[src/verilog/lsu_pkg.sv]
/*
 * load/store unit shared definitions
 * data and lane widths, access-size encoding, address/data/byte-enable types
 */
`default_nettype none

package lsu_pkg;

  ////////////////////
  // widths
  ////////////////////

  // register and bus data width
  localparam int unsigned DataWidth = 32;
  // one enable per byte lane
  localparam int unsigned BeWidth   = DataWidth / 8;

  ////////////////////
  // types
  ////////////////////

  // byte address as produced by the execute stage adder
  typedef logic [31:0] addr_t;

  // one bus or register word
  typedef logic [DataWidth-1:0] data_t;

  // byte-enable mask, bit n enables lane n
  typedef logic [BeWidth-1:0] be_t;

  // byte position inside a word
  typedef logic [$clog2(BeWidth)-1:0] offset_t;

  // access size from the decoder
  // the unused code 2'b11 is treated as a byte access everywhere
  typedef enum logic [1:0] {
    LSU_WORD = 2'b00,
    LSU_HALF = 2'b01,
    LSU_BYTE = 2'b10
  } lsu_type_e;

endpackage

`default_nettype wire
[src/verilog/lsu_top.sv]
/*
 * load/store unit top level
 * request FSM, store lane aligner and load realigner wired to core and bus ports
 */
`default_nettype none

module lsu_top import lsu_pkg::*; (
  input  logic      clk_i,
  input  logic      rst_ni,

  // core request, held until lsu_req_done_o
  input  logic      lsu_req_i,
  input  logic      lsu_we_i,
  input  lsu_type_e lsu_type_i,
  input  data_t     lsu_wdata_i,
  input  logic      lsu_sign_ext_i,
  input  addr_t     adder_result_ex_i,

  // data bus
  output logic      data_req_o,
  input  logic      data_gnt_i,
  input  logic      data_rvalid_i,
  input  logic      data_bus_err_i,
  output addr_t     data_addr_o,
  output logic      data_we_o,
  output be_t       data_be_o,
  output data_t     data_wdata_o,
  input  data_t     data_rdata_i,

  // results back to the core
  output data_t     lsu_rdata_o,
  output logic      lsu_rdata_valid_o,
  output logic      lsu_resp_valid_o,
  output logic      lsu_req_done_o,
  output logic      addr_incr_req_o,
  output addr_t     addr_last_o,
  output logic      load_err_o,
  output logic      store_err_o,
  output logic      busy_o
);

  // strobes and flags from the FSM
  logic    second_half;
  logic    ctrl_capture;
  logic    rdata_capture;
  addr_t   addr_last;

  // lane offset for the store path
  offset_t store_offset;

  ////////////////////
  // bus address
  ////////////////////

  // bus only sees word addresses, lanes are picked by data_be_o
  assign data_addr_o = {adder_result_ex_i[31:2], 2'b00};
  assign data_we_o   = lsu_we_i;

  // during the second half the core shows the next word, so the
  // original offset is taken from the recorded first address
  assign store_offset = second_half ? addr_last[1:0] : adder_result_ex_i[1:0];

  assign addr_last_o = addr_last;

  ////////////////////
  // submodules
  ////////////////////

  lsu_req_fsm u_req_fsm (
    .clk_i             (clk_i),
    .rst_ni            (rst_ni),
    .lsu_req_i         (lsu_req_i),
    .lsu_we_i          (lsu_we_i),
    .lsu_type_i        (lsu_type_i),
    .adder_result_ex_i (adder_result_ex_i),
    .data_gnt_i        (data_gnt_i),
    .data_rvalid_i     (data_rvalid_i),
    .data_bus_err_i    (data_bus_err_i),
    .data_req_o        (data_req_o),
    .addr_incr_req_o   (addr_incr_req_o),
    .second_half_o     (second_half),
    .ctrl_capture_o    (ctrl_capture),
    .rdata_capture_o   (rdata_capture),
    .lsu_req_done_o    (lsu_req_done_o),
    .lsu_resp_valid_o  (lsu_resp_valid_o),
    .lsu_rdata_valid_o (lsu_rdata_valid_o),
    .load_err_o        (load_err_o),
    .store_err_o       (store_err_o),
    .busy_o            (busy_o),
    .addr_last_o       (addr_last)
  );

  lsu_store_align u_store_align (
    .lsu_type_i    (lsu_type_i),
    .offset_i      (store_offset),
    .second_half_i (second_half),
    .lsu_wdata_i   (lsu_wdata_i),
    .data_be_o     (data_be_o),
    .data_wdata_o  (data_wdata_o)
  );

  // offset is only sampled at the first grant of an access
  lsu_load_align u_load_align (
    .clk_i           (clk_i),
    .rst_ni          (rst_ni),
    .ctrl_capture_i  (ctrl_capture),
    .rdata_capture_i (rdata_capture),
    .lsu_type_i      (lsu_type_i),
    .lsu_sign_ext_i  (lsu_sign_ext_i),
    .offset_i        (adder_result_ex_i[1:0]),
    .data_rdata_i    (data_rdata_i),
    .lsu_rdata_o     (lsu_rdata_o)
  );

endmodule

`default_nettype wire

[src/verilog/lsu_load_align.sv]
/*
 * load path of the load/store unit
 * captured access control, first-half data register,
 * realignment and zero or sign extension
 */
`default_nettype none

module lsu_load_align import lsu_pkg::*; (
  input  logic      clk_i,
  input  logic      rst_ni,

  // strobes from the FSM
  input  logic      ctrl_capture_i,
  input  logic      rdata_capture_i,

  // access control from the core
  input  lsu_type_e lsu_type_i,
  input  logic      lsu_sign_ext_i,
  input  offset_t   offset_i,

  // bus response data
  input  data_t     data_rdata_i,
  output data_t     lsu_rdata_o
);

  // access control held until the final response
  offset_t   offset_q;
  lsu_type_e type_q;
  logic      sign_ext_q;

  // upper three bytes of the first-half response
  logic [DataWidth-1:8] rdata_q;

  // first-half bytes below the second response
  logic [2*DataWidth-9:0] split_win;
  data_t                  rdata_shift;
  data_t                  word_data;
  logic [15:0]            half_data;
  logic [7:0]             byte_data;

  ////////////////////
  // registers
  ////////////////////

  always_ff @(posedge clk_i or negedge rst_ni) begin
    if (!rst_ni) begin
      offset_q   <= '0;
      type_q     <= LSU_WORD;
      sign_ext_q <= 1'b0;
    end else if (ctrl_capture_i) begin
      offset_q   <= offset_i;
      type_q     <= lsu_type_i;
      sign_ext_q <= lsu_sign_ext_i;
    end
  end

  // lane 0 of the first half is never part of a split access
  always_ff @(posedge clk_i) begin
    if (rdata_capture_i) begin
      rdata_q <= data_rdata_i[DataWidth-1:8];
    end
  end

  ////////////////////
  // realignment
  ////////////////////

  // accesses that fit in one word, addressed byte moved to lane 0
  assign rdata_shift = data_rdata_i >> {offset_q, 3'b000};

  // split accesses start at byte (offset - 1) of the window
  assign split_win = {data_rdata_i, rdata_q};

  always_comb begin
    if (offset_q == '0) begin
      word_data = data_rdata_i;
    end else begin
      word_data = data_t'(split_win >> {offset_q - 2'd1, 3'b000});
    end
  end

  // halves only span two words at offset 3
  assign half_data = (offset_q == 2'd3) ? word_data[15:0] : rdata_shift[15:0];
  assign byte_data = rdata_shift[7:0];

  ////////////////////
  // extension
  ////////////////////

  always_comb begin
    unique case (type_q)
      LSU_WORD: begin
        lsu_rdata_o = word_data;
      end
      LSU_HALF: begin
        lsu_rdata_o = {{(DataWidth-16){sign_ext_q & half_data[15]}}, half_data};
      end
      // both byte codes
      default: begin
        lsu_rdata_o = {{(DataWidth-8){sign_ext_q & byte_data[7]}}, byte_data};
      end
    endcase
  end

endmodule

`default_nettype wire

[src/verilog/lsu_store_align.sv]
/*
 * store path of the load/store unit
 * byte-enable selection and store-data lane rotation
 */
`default_nettype none

module lsu_store_align import lsu_pkg::*; (
  input  lsu_type_e lsu_type_i,
  input  offset_t   offset_i,
  input  logic      second_half_i,
  input  data_t     lsu_wdata_i,
  output be_t       data_be_o,
  output data_t     data_wdata_o
);

  // base masks before shifting to the offset
  localparam be_t BeAll  = '1;
  localparam be_t BeHalf = be_t'(2'b11);
  localparam be_t BeOne  = be_t'(1'b1);

  // store data doubled so a plain shift gives a rotation
  logic [2*DataWidth-1:0] wdata_dbl;

  ////////////////////
  // byte enables
  ////////////////////

  // shifted masks drop lanes past lane 3, which go to the second half
  always_comb begin
    unique case (lsu_type_i)
      LSU_WORD: begin
        if (!second_half_i) begin
          // offset lane up to the top lane
          data_be_o = BeAll << offset_i;
        end else begin
          // the lanes that did not fit in the first word
          data_be_o = ~(BeAll << offset_i);
        end
      end

      LSU_HALF: begin
        if (!second_half_i) begin
          data_be_o = BeHalf << offset_i;
        end else begin
          // only split at offset 3, upper byte lands in lane 0
          data_be_o = BeOne;
        end
      end

      // byte, never split
      default: begin
        data_be_o = BeOne << offset_i;
      end
    endcase
  end

  ////////////////////
  // data rotation
  ////////////////////

  // rotate left by the offset in bytes
  // byte n of the store data sits on lane (n + offset) mod 4,
  // so the same word serves both halves
  assign wdata_dbl    = {lsu_wdata_i, lsu_wdata_i} << {offset_i, 3'b000};
  assign data_wdata_o = wdata_dbl[2*DataWidth-1:DataWidth];

endmodule

`default_nettype wire

[src/verilog/lsu_req_fsm.sv]
/*
 * bus request FSM for the load/store unit
 * misaligned split, first-half error tracking, last-address register
 */
`default_nettype none

module lsu_req_fsm import lsu_pkg::*; (
  input  logic      clk_i,
  input  logic      rst_ni,

  // core request
  input  logic      lsu_req_i,
  input  logic      lsu_we_i,
  input  lsu_type_e lsu_type_i,
  input  addr_t     adder_result_ex_i,

  // bus handshake
  input  logic      data_gnt_i,
  input  logic      data_rvalid_i,
  input  logic      data_bus_err_i,
  output logic      data_req_o,

  // to the core and the datapath
  output logic      addr_incr_req_o,
  output logic      second_half_o,
  output logic      ctrl_capture_o,
  output logic      rdata_capture_o,
  output logic      lsu_req_done_o,
  output logic      lsu_resp_valid_o,
  output logic      lsu_rdata_valid_o,
  output logic      load_err_o,
  output logic      store_err_o,
  output logic      busy_o,
  output addr_t     addr_last_o
);

  typedef enum logic [2:0] {
    ST_IDLE,
    ST_WAIT_GNT_MIS,
    ST_WAIT_RESP_MIS,
    ST_WAIT_GNT,
    ST_WAIT_RESP_MIS_GNTS_DONE
  } state_e;

  state_e  state_q, state_d;
  offset_t offset;
  logic    split;
  // set between the first grant and the second grant of a split access
  logic    second_half_q, second_half_d;
  // bus error seen on the first half
  logic    err_q, err_d;
  logic    we_q;
  logic    addr_update;
  addr_t   addr_last_q;
  logic    resp_err;

  assign offset = adder_result_ex_i[1:0];

  // words at any nonzero offset and halves at offset 3 cross a word
  assign split = ((lsu_type_i == LSU_WORD) && (offset != '0)) ||
                 ((lsu_type_i == LSU_HALF) && (offset == 2'd3));

  ////////////////////
  // next state
  ////////////////////

  always_comb begin
    state_d         = state_q;
    second_half_d   = second_half_q;
    err_d           = err_q;
    data_req_o      = 1'b0;
    addr_incr_req_o = 1'b0;
    addr_update     = 1'b0;
    ctrl_capture_o  = 1'b0;
    rdata_capture_o = 1'b0;

    unique case (state_q)
      ST_IDLE: begin
        if (lsu_req_i) begin
          data_req_o = 1'b1;
          // new access starts with a clean error
          err_d      = 1'b0;
          if (data_gnt_i) begin
            ctrl_capture_o = 1'b1;
            addr_update    = 1'b1;
            second_half_d  = split;
            state_d        = split ? ST_WAIT_RESP_MIS : ST_IDLE;
          end else begin
            state_d = split ? ST_WAIT_GNT_MIS : ST_WAIT_GNT;
          end
        end
      end

      ST_WAIT_GNT_MIS: begin
        // first half still waiting for its grant
        data_req_o = 1'b1;
        if (data_gnt_i) begin
          ctrl_capture_o = 1'b1;
          addr_update    = 1'b1;
          second_half_d  = 1'b1;
          state_d        = ST_WAIT_RESP_MIS;
        end
      end

      ST_WAIT_RESP_MIS: begin
        // second half goes out while the first response is pending
        data_req_o      = 1'b1;
        addr_incr_req_o = 1'b1;
        if (data_rvalid_i) begin
          err_d           = data_bus_err_i;
          rdata_capture_o = ~we_q;
          // keep the failing first address for trap reporting
          addr_update     = data_gnt_i & ~data_bus_err_i;
          second_half_d   = ~data_gnt_i;
          state_d         = data_gnt_i ? ST_IDLE : ST_WAIT_GNT;
        end else if (data_gnt_i) begin
          second_half_d = 1'b0;
          state_d       = ST_WAIT_RESP_MIS_GNTS_DONE;
        end
      end

      ST_WAIT_GNT: begin
        // aligned access or second half, waiting for grant
        data_req_o      = 1'b1;
        addr_incr_req_o = second_half_q;
        if (data_gnt_i) begin
          // control was already taken at the first grant of a split access
          ctrl_capture_o = ~second_half_q;
          addr_update    = ~err_q;
          second_half_d  = 1'b0;
          state_d        = ST_IDLE;
        end
      end

      ST_WAIT_RESP_MIS_GNTS_DONE: begin
        // both halves granted, core keeps the second address up
        addr_incr_req_o = 1'b1;
        if (data_rvalid_i) begin
          err_d           = data_bus_err_i;
          rdata_capture_o = ~we_q;
          addr_update     = ~data_bus_err_i;
          state_d         = ST_IDLE;
        end
      end

      default: begin
        state_d = ST_IDLE;
      end
    endcase
  end

  ////////////////////
  // registers
  ////////////////////

  always_ff @(posedge clk_i or negedge rst_ni) begin
    if (!rst_ni) begin
      state_q       <= ST_IDLE;
      second_half_q <= 1'b0;
      err_q         <= 1'b0;
    end else begin
      state_q       <= state_d;
      second_half_q <= second_half_d;
      err_q         <= err_d;
    end
  end

  // direction of the access in flight
  always_ff @(posedge clk_i or negedge rst_ni) begin
    if (!rst_ni) begin
      we_q <= 1'b0;
    end else if (ctrl_capture_o) begin
      we_q <= lsu_we_i;
    end
  end

  // byte address of the first half, word address of the second half
  always_ff @(posedge clk_i or negedge rst_ni) begin
    if (!rst_ni) begin
      addr_last_q <= '0;
    end else if (addr_update) begin
      addr_last_q <= addr_incr_req_o ? {adder_result_ex_i[31:2], 2'b00} : adder_result_ex_i;
    end
  end

  ////////////////////
  // outputs
  ////////////////////

  // either half failing fails the whole access
  assign resp_err = err_q | data_bus_err_i;

  // the final response always arrives back in idle
  assign lsu_resp_valid_o  = data_rvalid_i & (state_q == ST_IDLE);
  assign lsu_rdata_valid_o = lsu_resp_valid_o & ~resp_err & ~we_q;
  assign load_err_o        = lsu_resp_valid_o & resp_err & ~we_q;
  assign store_err_o       = lsu_resp_valid_o & resp_err & we_q;

  // done once no further grant is needed
  assign lsu_req_done_o = (lsu_req_i | (state_q != ST_IDLE)) & (state_d == ST_IDLE);

  assign busy_o        = (state_q != ST_IDLE);
  assign second_half_o = second_half_q;
  assign addr_last_o   = addr_last_q;

endmodule

`default_nettype wire

[config.mk]
export PLATFORM = sky130hd
export DESIGN_NAME = lsu_top
export DESIGN_NICKNAME = d
export VERILOG_FILES = /design/src/verilog/lsu_pkg.sv /design/src/verilog/lsu_top.sv /design/src/verilog/lsu_load_align.sv /design/src/verilog/lsu_store_align.sv /design/src/verilog/lsu_req_fsm.sv
export SDC_FILE = /design/constraint.sdc
export NUM_CORES = 1
export LEC_CHECK = 0
export ABC_CLOCK_PERIOD_IN_PS = 2800
export BUFFER_PORTS_ARGS = -buffer_cell sky130_fd_sc_hd__buf_4
export CAP_MARGIN = 20
export CELL_PAD_IN_SITES_DETAIL_PLACEMENT = 1
export CELL_PAD_IN_SITES_GLOBAL_PLACEMENT = 1
export CORE_MARGIN = 10
export CORE_UTILIZATION = 32
export CTS_BUF_LIST = sky130_fd_sc_hd__clkbuf_4
export DETAILED_ROUTE_END_ITERATION = 16
export PLACE_DENSITY_LB_ADDON = 0.1
export SYNTH_ARGS = -nofsm -noshare
export SYNTH_HDL_FRONTEND = slang
export SYNTH_SLANG_ARGS = --single-unit
[constraint.sdc]
create_clock -name clk_i -period 2.8 [get_ports clk_i]
set_input_delay 0.42 -clock clk_i [delete_from_list [all_inputs] [get_ports clk_i]]
set_output_delay 0.42 -clock clk_i [all_outputs]
set_load 0.02 [all_outputs]
# Word level (Yosys, flattened, before mapping)
# Cells that the tools add are included.
# op_classes
add_sub_neg,1
n_eq_ne,12
muxes,41
bitwise_logic,19
shifts,6
n_reduce_logical,16
# ops
op,n
32-bit case mux with 2 select lines,1
64-bit by 5-bit left shift with 64-bit output,1
56-bit by 5-bit >> shifter with 32-bit output,1
32-bit two-way mux,1
32-bit by 5-bit >> shifter with 16-bit output,1
3-bit two-way mux,7
1-bit two-way mux,16
16-bit two-way mux,1
3-bit case mux with 5 select lines,1
1-bit AND,10
2-bit two-way mux,5
4-bit two-way mux,2
4-bit case mux with 2 select lines,1
"3-bit by 2-bit equality test with 1-bit output, second input constant",2
2-bit zero test,3
3-bit zero test,2
"2-bit != test, second input constant",3
1-bit NOT,6
1-bit case mux with 2 select lines,3
1-bit case mux with 5 select lines,1
"2-bit by 1-bit equality test with 1-bit output, second input constant",2
"2-bit equality test, second input constant",2
4-bit NOT,1
1-bit case mux with 4 select lines,1
other kinds (18),21
# totals
input_bits,106
register_bits,67
out_inout_bits,141
wordCells,104

# Depth between registers and ports, before layout
# logic_depth
depth_word,9
mapped_depth,11
mapped_depth_nobuf,8

# By module
# Synthesis repeated with hierarchy kept, for this count alone.
# unflattened
cells_unflattened,524
hier_area_um2,5562.8
# by_module_without_submodules
module,cells_each,instances,seq_area_each_um2,area_per_inst_um2
lsu_load_align,281,1,845.8,2512.4
lsu_req_fsm,139,1,950.9,1734.2
lsu_store_align,68,1,0.0,1042.2
lsu_top,36,1,0.0,274.0

# Least setup slack after synthesis
# Ideal clock, no wire load.
# synth_path
path_type,register to output
startpoint,register u_load_align.offset_q[0]
endpoint,output lsu_rdata_o[20]
slack_ps,-264
path_stages_with_launch,12
arrival_ps,2644
path_buffers,5
cell_sequence,dfrtp_1 buf_6 clkbuf_1 clkinv_1 ha_1 buf_2 buf_2 buf_4 mux2i_1 o22ai_1 a311oi_1 nand2_1
# synth_between
elab_chain_len,6
# synth_lines
element,line,source
"start, declared",lsu_load_align.sv:27,offset_t offset_q;
"start signal, assigned",lsu_load_align.sv:51,offset_q <= offset_i;
2-bit by 1-bit subtractor with 2-bit output,lsu_load_align.sv:78,"word_data = data_t'(split_win >> {offset_q - 2'd1, 3'b000});"
56-bit by 5-bit >> shifter with 32-bit output,lsu_load_align.sv:78,
32-bit two-way mux,lsu_load_align.sv:75,if (offset_q == '0) begin
16-bit two-way mux,lsu_load_align.sv:83,assign half_data = (offset_q == 2'd3) ? word_data[15:0] : rdata_shift[15:0];
1-bit AND,lsu_load_align.sv:96,"lsu_rdata_o = {{(DataWidth-16){sign_ext_q & half_data[15]}}, half_data};"
32-bit case mux with 2 select lines *,lsu_load_align.sv:91,unique case (type_q)
"end, declared",lsu_top.sv:31,"output data_t lsu_rdata_o,"
# Every way passes the cells marked *; elsewhere a longest branch is shown, timed or not.

# Worst setup path after layout
# layout_path
startpoint,register u_load_align.offset_q[0]
endpoint,output lsu_rdata_o[29]
# Same word-level chain as after synthesis.

==> results.rst <==
.. list-table::
   :header-rows: 1

   * - Metric
     - Value
   * - End point of the critical path
     - lsu_rdata_o[29]
   * - YS warnings
     - 0
   * - Max_cap viols
     - 0
   * - Worst hold-check path type
     - primary input to flip-flop
   * - Avg WL per Cell
     - 21.7 um
   * - Clock input transition at the sequential cells of the worst setup and hold paths
     - 0.12 ns
   * - Routed Wire Length
     - approximately 22000 um
   * - Setup TNS Final
     - -1.23 ns
   * - FFs w/ async S/R, synth
     - around 64%
   * - Data arrival, critical path
     - 2.49 ns
   * - Final worst hold slack
     - 0.179 ns
   * - Crit path from
     - u_load_align.offset_q[0]
   * - Power per unit of standard cell area
     - about 1400 nW/um^2
   * - Final critical delay including setup and external delays
     - 2.91 ns
   * - Worst Setup Start Kind
     - flip-flop
   * - Overflow left after global routing
     - 0
   * - Number of placed I/O pins
     - 247
   * - Horizontal extent of the die
     - 150 um
   * - IR Drop Worst-Case VDD
     - 982 uV
   * - Sequential cell area fraction in the yosys report
     - 33.1%
   * - Register-to-register setup slack
     - 0.56 ns
   * - Starting density of the core
     - 32.8%
   * - Net count, final
     - 892
   * - Period utilisation layout
     - 104%
   * - Required time at the worst-slack endpoint
     - 2.38 ns
   * - Vertical die dimension
     - 150 um
   * - Syn avg cell area
     - 9.88 um^2
   * - Largest fanout of any net on the critical path
     - 9
   * - Maximum number of pins on one net before global-route repair
     - 44
   * - Antenna violations before repair
     - 1
   * - Status
     - complete, but fails checks
   * - Power after layout
     - 11.2 mW
   * - Area share of the leading cell type in the synthesized netlist
     - between 20% and 30%
   * - Library cell occupying the most area in the post-synthesis netlist
     - sky130_fd_sc_hd__mux2i_1
   * - Number of cells on the worst reg-to-reg path
     - 5
   * - Skew final
     - 0.0289 ns
   * - CTS HTree Levels
     - 3
   * - Pre-CTS setup slack
     - 0.176 ns
   * - Endpoint kind of the worst setup timing path
     - output port
   * - Antenna Nets Post-Route
     - 0
   * - Violated checks
     - setup timing
   * - Via count of the first global-routing pass
     - between 5000 and 6000
   * - Max frequency
     - 344 MHz
   * - Final HPWL from detailed placement
     - 16200 um
   * - Detailed-route via count
     - 5348
   * - TritonCTS buffer count
     - 9
   * - Via-to-Cell Ratio
     - 5.32
   * - Number of design-rule violations left by the first detailed-router iteration
     - around 240
   * - PortBufs
     - around 240
   * - Max clock buf depth
     - 2
   * - First-pass iteration count of the detailed router
     - 6
   * - Netlist Area Pre-Place
     - 5430 um^2
   * - Final Hold Vio Count
     - 0
   * - Transition time at the pin with the least slew margin
     - between 0.6 and 0.7 ns
   * - Count of different cell masters after synthesis
     - 55
   * - Final RePlAce weighted congestion
     - 0.819
   * - Post-synth EDFFs
     - 24
   * - Leakage power summed over all cells
     - 3.87 nW
   * - Cell types with the highest counts after synthesis
     - sky130_fd_sc_hd__mux2i_1, sky130_fd_sc_hd__nand2_1, sky130_fd_sc_hd__dfrtp_1, sky130_fd_sc_hd__mux2_2, sky130_fd_sc_hd__buf_4
   * - Gr usage total
     - 18.2%
   * - Synthesis-to-finish area growth
     - 48.3%
   * - Num Clock Sinks
     - 67
   * - Placed Cells incl. Taps
     - between 900 and 1000
   * - Number of storage elements in the synthesis netlist
     - 67
   * - Most used standard cell by instance count after synthesis
     - sky130_fd_sc_hd__mux2i_1
   * - Origin of the critical flop-to-flop path
     - u_req_fsm.state_q[1]
   * - Setup repair after global routing missed its margin
     - true
   * - Top_reg_cell synth
     - sky130_fd_sc_hd__dfrtp_1
   * - Die Outline Area
     - approximately 23000 um^2
   * - Final number of setup-violating endpoints
     - 21
   * - Main area contributors after synthesis
     - sky130_fd_sc_hd__mux2i_1, sky130_fd_sc_hd__dfrtp_1, sky130_fd_sc_hd__edfxtp_1
   * - Remaining routing DRC violations
     - 0
   * - Wire length of the first global-routing pass
     - 32500 um
   * - Normalized max-slew margin
     - between 50% and 60%
   * - Fraction of layout cells with a size suffix above 1
     - 50.4%
   * - Count of final max-slew check failures
     - 0
   * - Row count
     - 47
   * - Worst path setup slack after routing
     - -0.105 ns
   * - Number of instances in the synthesized netlist
     - 550
   * - Clock latency reported for the late side of the worst-skew pair
     - 0.45 ns
   * - CP Class
     - flip-flop to output port
   * - Final non-filler cell total
     - 1005
   * - Core region area
     - 16600 um^2
   * - TritonCTS clock tree
     - yes
   * - Endpoint of the worst-slack reg-to-reg timing path
     - u_req_fsm.addr_last_o[7]
   * - Root buffer cell
     - sky130_fd_sc_hd__clkbuf_4
[cell families after synthesis]
group	after synthesis	share of synthesized area, %
mux	167	32.0
simple gates	112	10.0
compound gates	101	13.4
buf+inv	95	9.77
flops	67	33.1
fa+ha+maj	7	1.61
other cells	1	0.0690
[repair_timing]
item | 4_1_cts | 5_1_grt
pin swaps | 16 | 12
resized for setup | 64 | 30
hold endpoints to repair | 43 | 0
setup endpoints to repair | 30 | 32
buffers inserted | 12 | 7
hold buffers | 1 | 0
gates cloned | 2 | 1
[per-layer routing]
| layer | up-vias | routed length (um) | global-route usage (%) |
|---|---|---|---|
| li1 | 2470 | - | - |
| met1 | 2660 | 8340 | 20.2 |
| met2 | 199 | 11300 | 32.5 |
| met3 | 19 | 1880 | 5.97 |
| met4 | 0 | 229 | 4.86 |
| met5 | - | 0 | 0 |
[worst max-delay path: stages (launching register included)]
cell	delay, ns
sky130_fd_sc_hd__dfrtp_1	0.40
sky130_fd_sc_hd__clkinv_2	0.10
sky130_fd_sc_hd__ha_4	0.30
sky130_fd_sc_hd__buf_6	0.17
sky130_fd_sc_hd__o21bai_2	0.10
sky130_fd_sc_hd__buf_4	0.17
sky130_fd_sc_hd__and3_1	0.22
sky130_fd_sc_hd__a2111oi_4	0.37
sky130_fd_sc_hd__nand2_2	0.09
sky130_fd_sc_hd__buf_6	0.14
[where the power goes]
part | internal (mW) | switching, mW
clock | 0.187 | 0.396
combinational | 4.16 | 4.81
sequential | 1.36 | 0.290
[worst min path at each step]
stage | cells past startpoint | startpoint | endpoint | slack [ns]
final | 1 | data_rdata_i[30] | u_load_align.rdata_q[30] | 0.18
after floorplan | 0 | rst_ni | u_load_align.offset_q[0] | 0.12
after detailed placement | 1 | rst_ni | u_req_fsm.addr_last_o[16] | 0.45
after CTS | 1 | data_rdata_i[30] | u_load_align.rdata_q[30] | 0.16
after global routing | 1 | data_rdata_i[29] | u_load_align.rdata_q[29] | 0.15
after global placement | 1 | rst_ni | u_req_fsm.addr_last_o[16] | 0.45
[registers in the layout (all words and copies together) (netlist names)]
register                 count
u_req_fsm.we_q               1
u_req_fsm.addr_last_o       32
u_req_fsm.err_q              1
u_req_fsm.state_q            3
u_load_align.type_q          2
u_load_align.rdata_q        24
u_load_align.offset_q        2
u_req_fsm.second_half_o      1
u_load_align.sign_ext_q      1
[placed cells by master (no fill, tap or decap), types with 5 or more instances in the layout]
| cell | n |
|---|---|
| sky130_fd_sc_hd__a221o_1 | 7 |
| sky130_fd_sc_hd__mux2i_2 | 9 |
| sky130_fd_sc_hd__ha_1 | 6 |
| sky130_fd_sc_hd__a311oi_2 | 5 |
| sky130_fd_sc_hd__dfrtp_1 | 42 |
| sky130_fd_sc_hd__buf_4 | 259 |
| sky130_fd_sc_hd__o22ai_1 | 10 |
| sky130_fd_sc_hd__and3_1 | 6 |
| sky130_fd_sc_hd__clkbuf_4 | 9 |
| sky130_fd_sc_hd__a21oi_1 | 23 |
| sky130_fd_sc_hd__mux2i_4 | 5 |
| sky130_fd_sc_hd__edfxtp_1 | 24 |
| sky130_fd_sc_hd__nor2_1 | 18 |
| sky130_fd_sc_hd__nand2b_1 | 5 |
| sky130_fd_sc_hd__inv_1 | 21 |
| sky130_fd_sc_hd__nor2b_1 | 11 |
| sky130_fd_sc_hd__o21ai_0 | 13 |
| sky130_fd_sc_hd__nand2_1 | 41 |
| sky130_fd_sc_hd__a211oi_1 | 5 |
| sky130_fd_sc_hd__mux2i_1 | 112 |
| sky130_fd_sc_hd__nand2_2 | 7 |
| sky130_fd_sc_hd__mux2_2 | 36 |
| sky130_fd_sc_hd__buf_6 | 24 |
[cell type report]
class / instances / area [um^2]
inverter: 22 / 83.8
multi-input combinational: 390 / 3440
fill: 1894 / 8530
sequential: 67 / 1800
antenna: 1 / 2.50
timing repair buffer: 289 / 2340
tap: 220 / 275
clock inverter: 7 / 50.0
clock buffer: 9 / 67.6
[stage by stage]
step	instance area [um^2]	util (%)
floorplan	5450	-
global placement	7340	44.3
detailed placement	7340	44.3
CTS	7850	47.4
global route	8060	48.6
finish	8060	48.6
No activity file was read; power rests on OpenSTA's default activity.
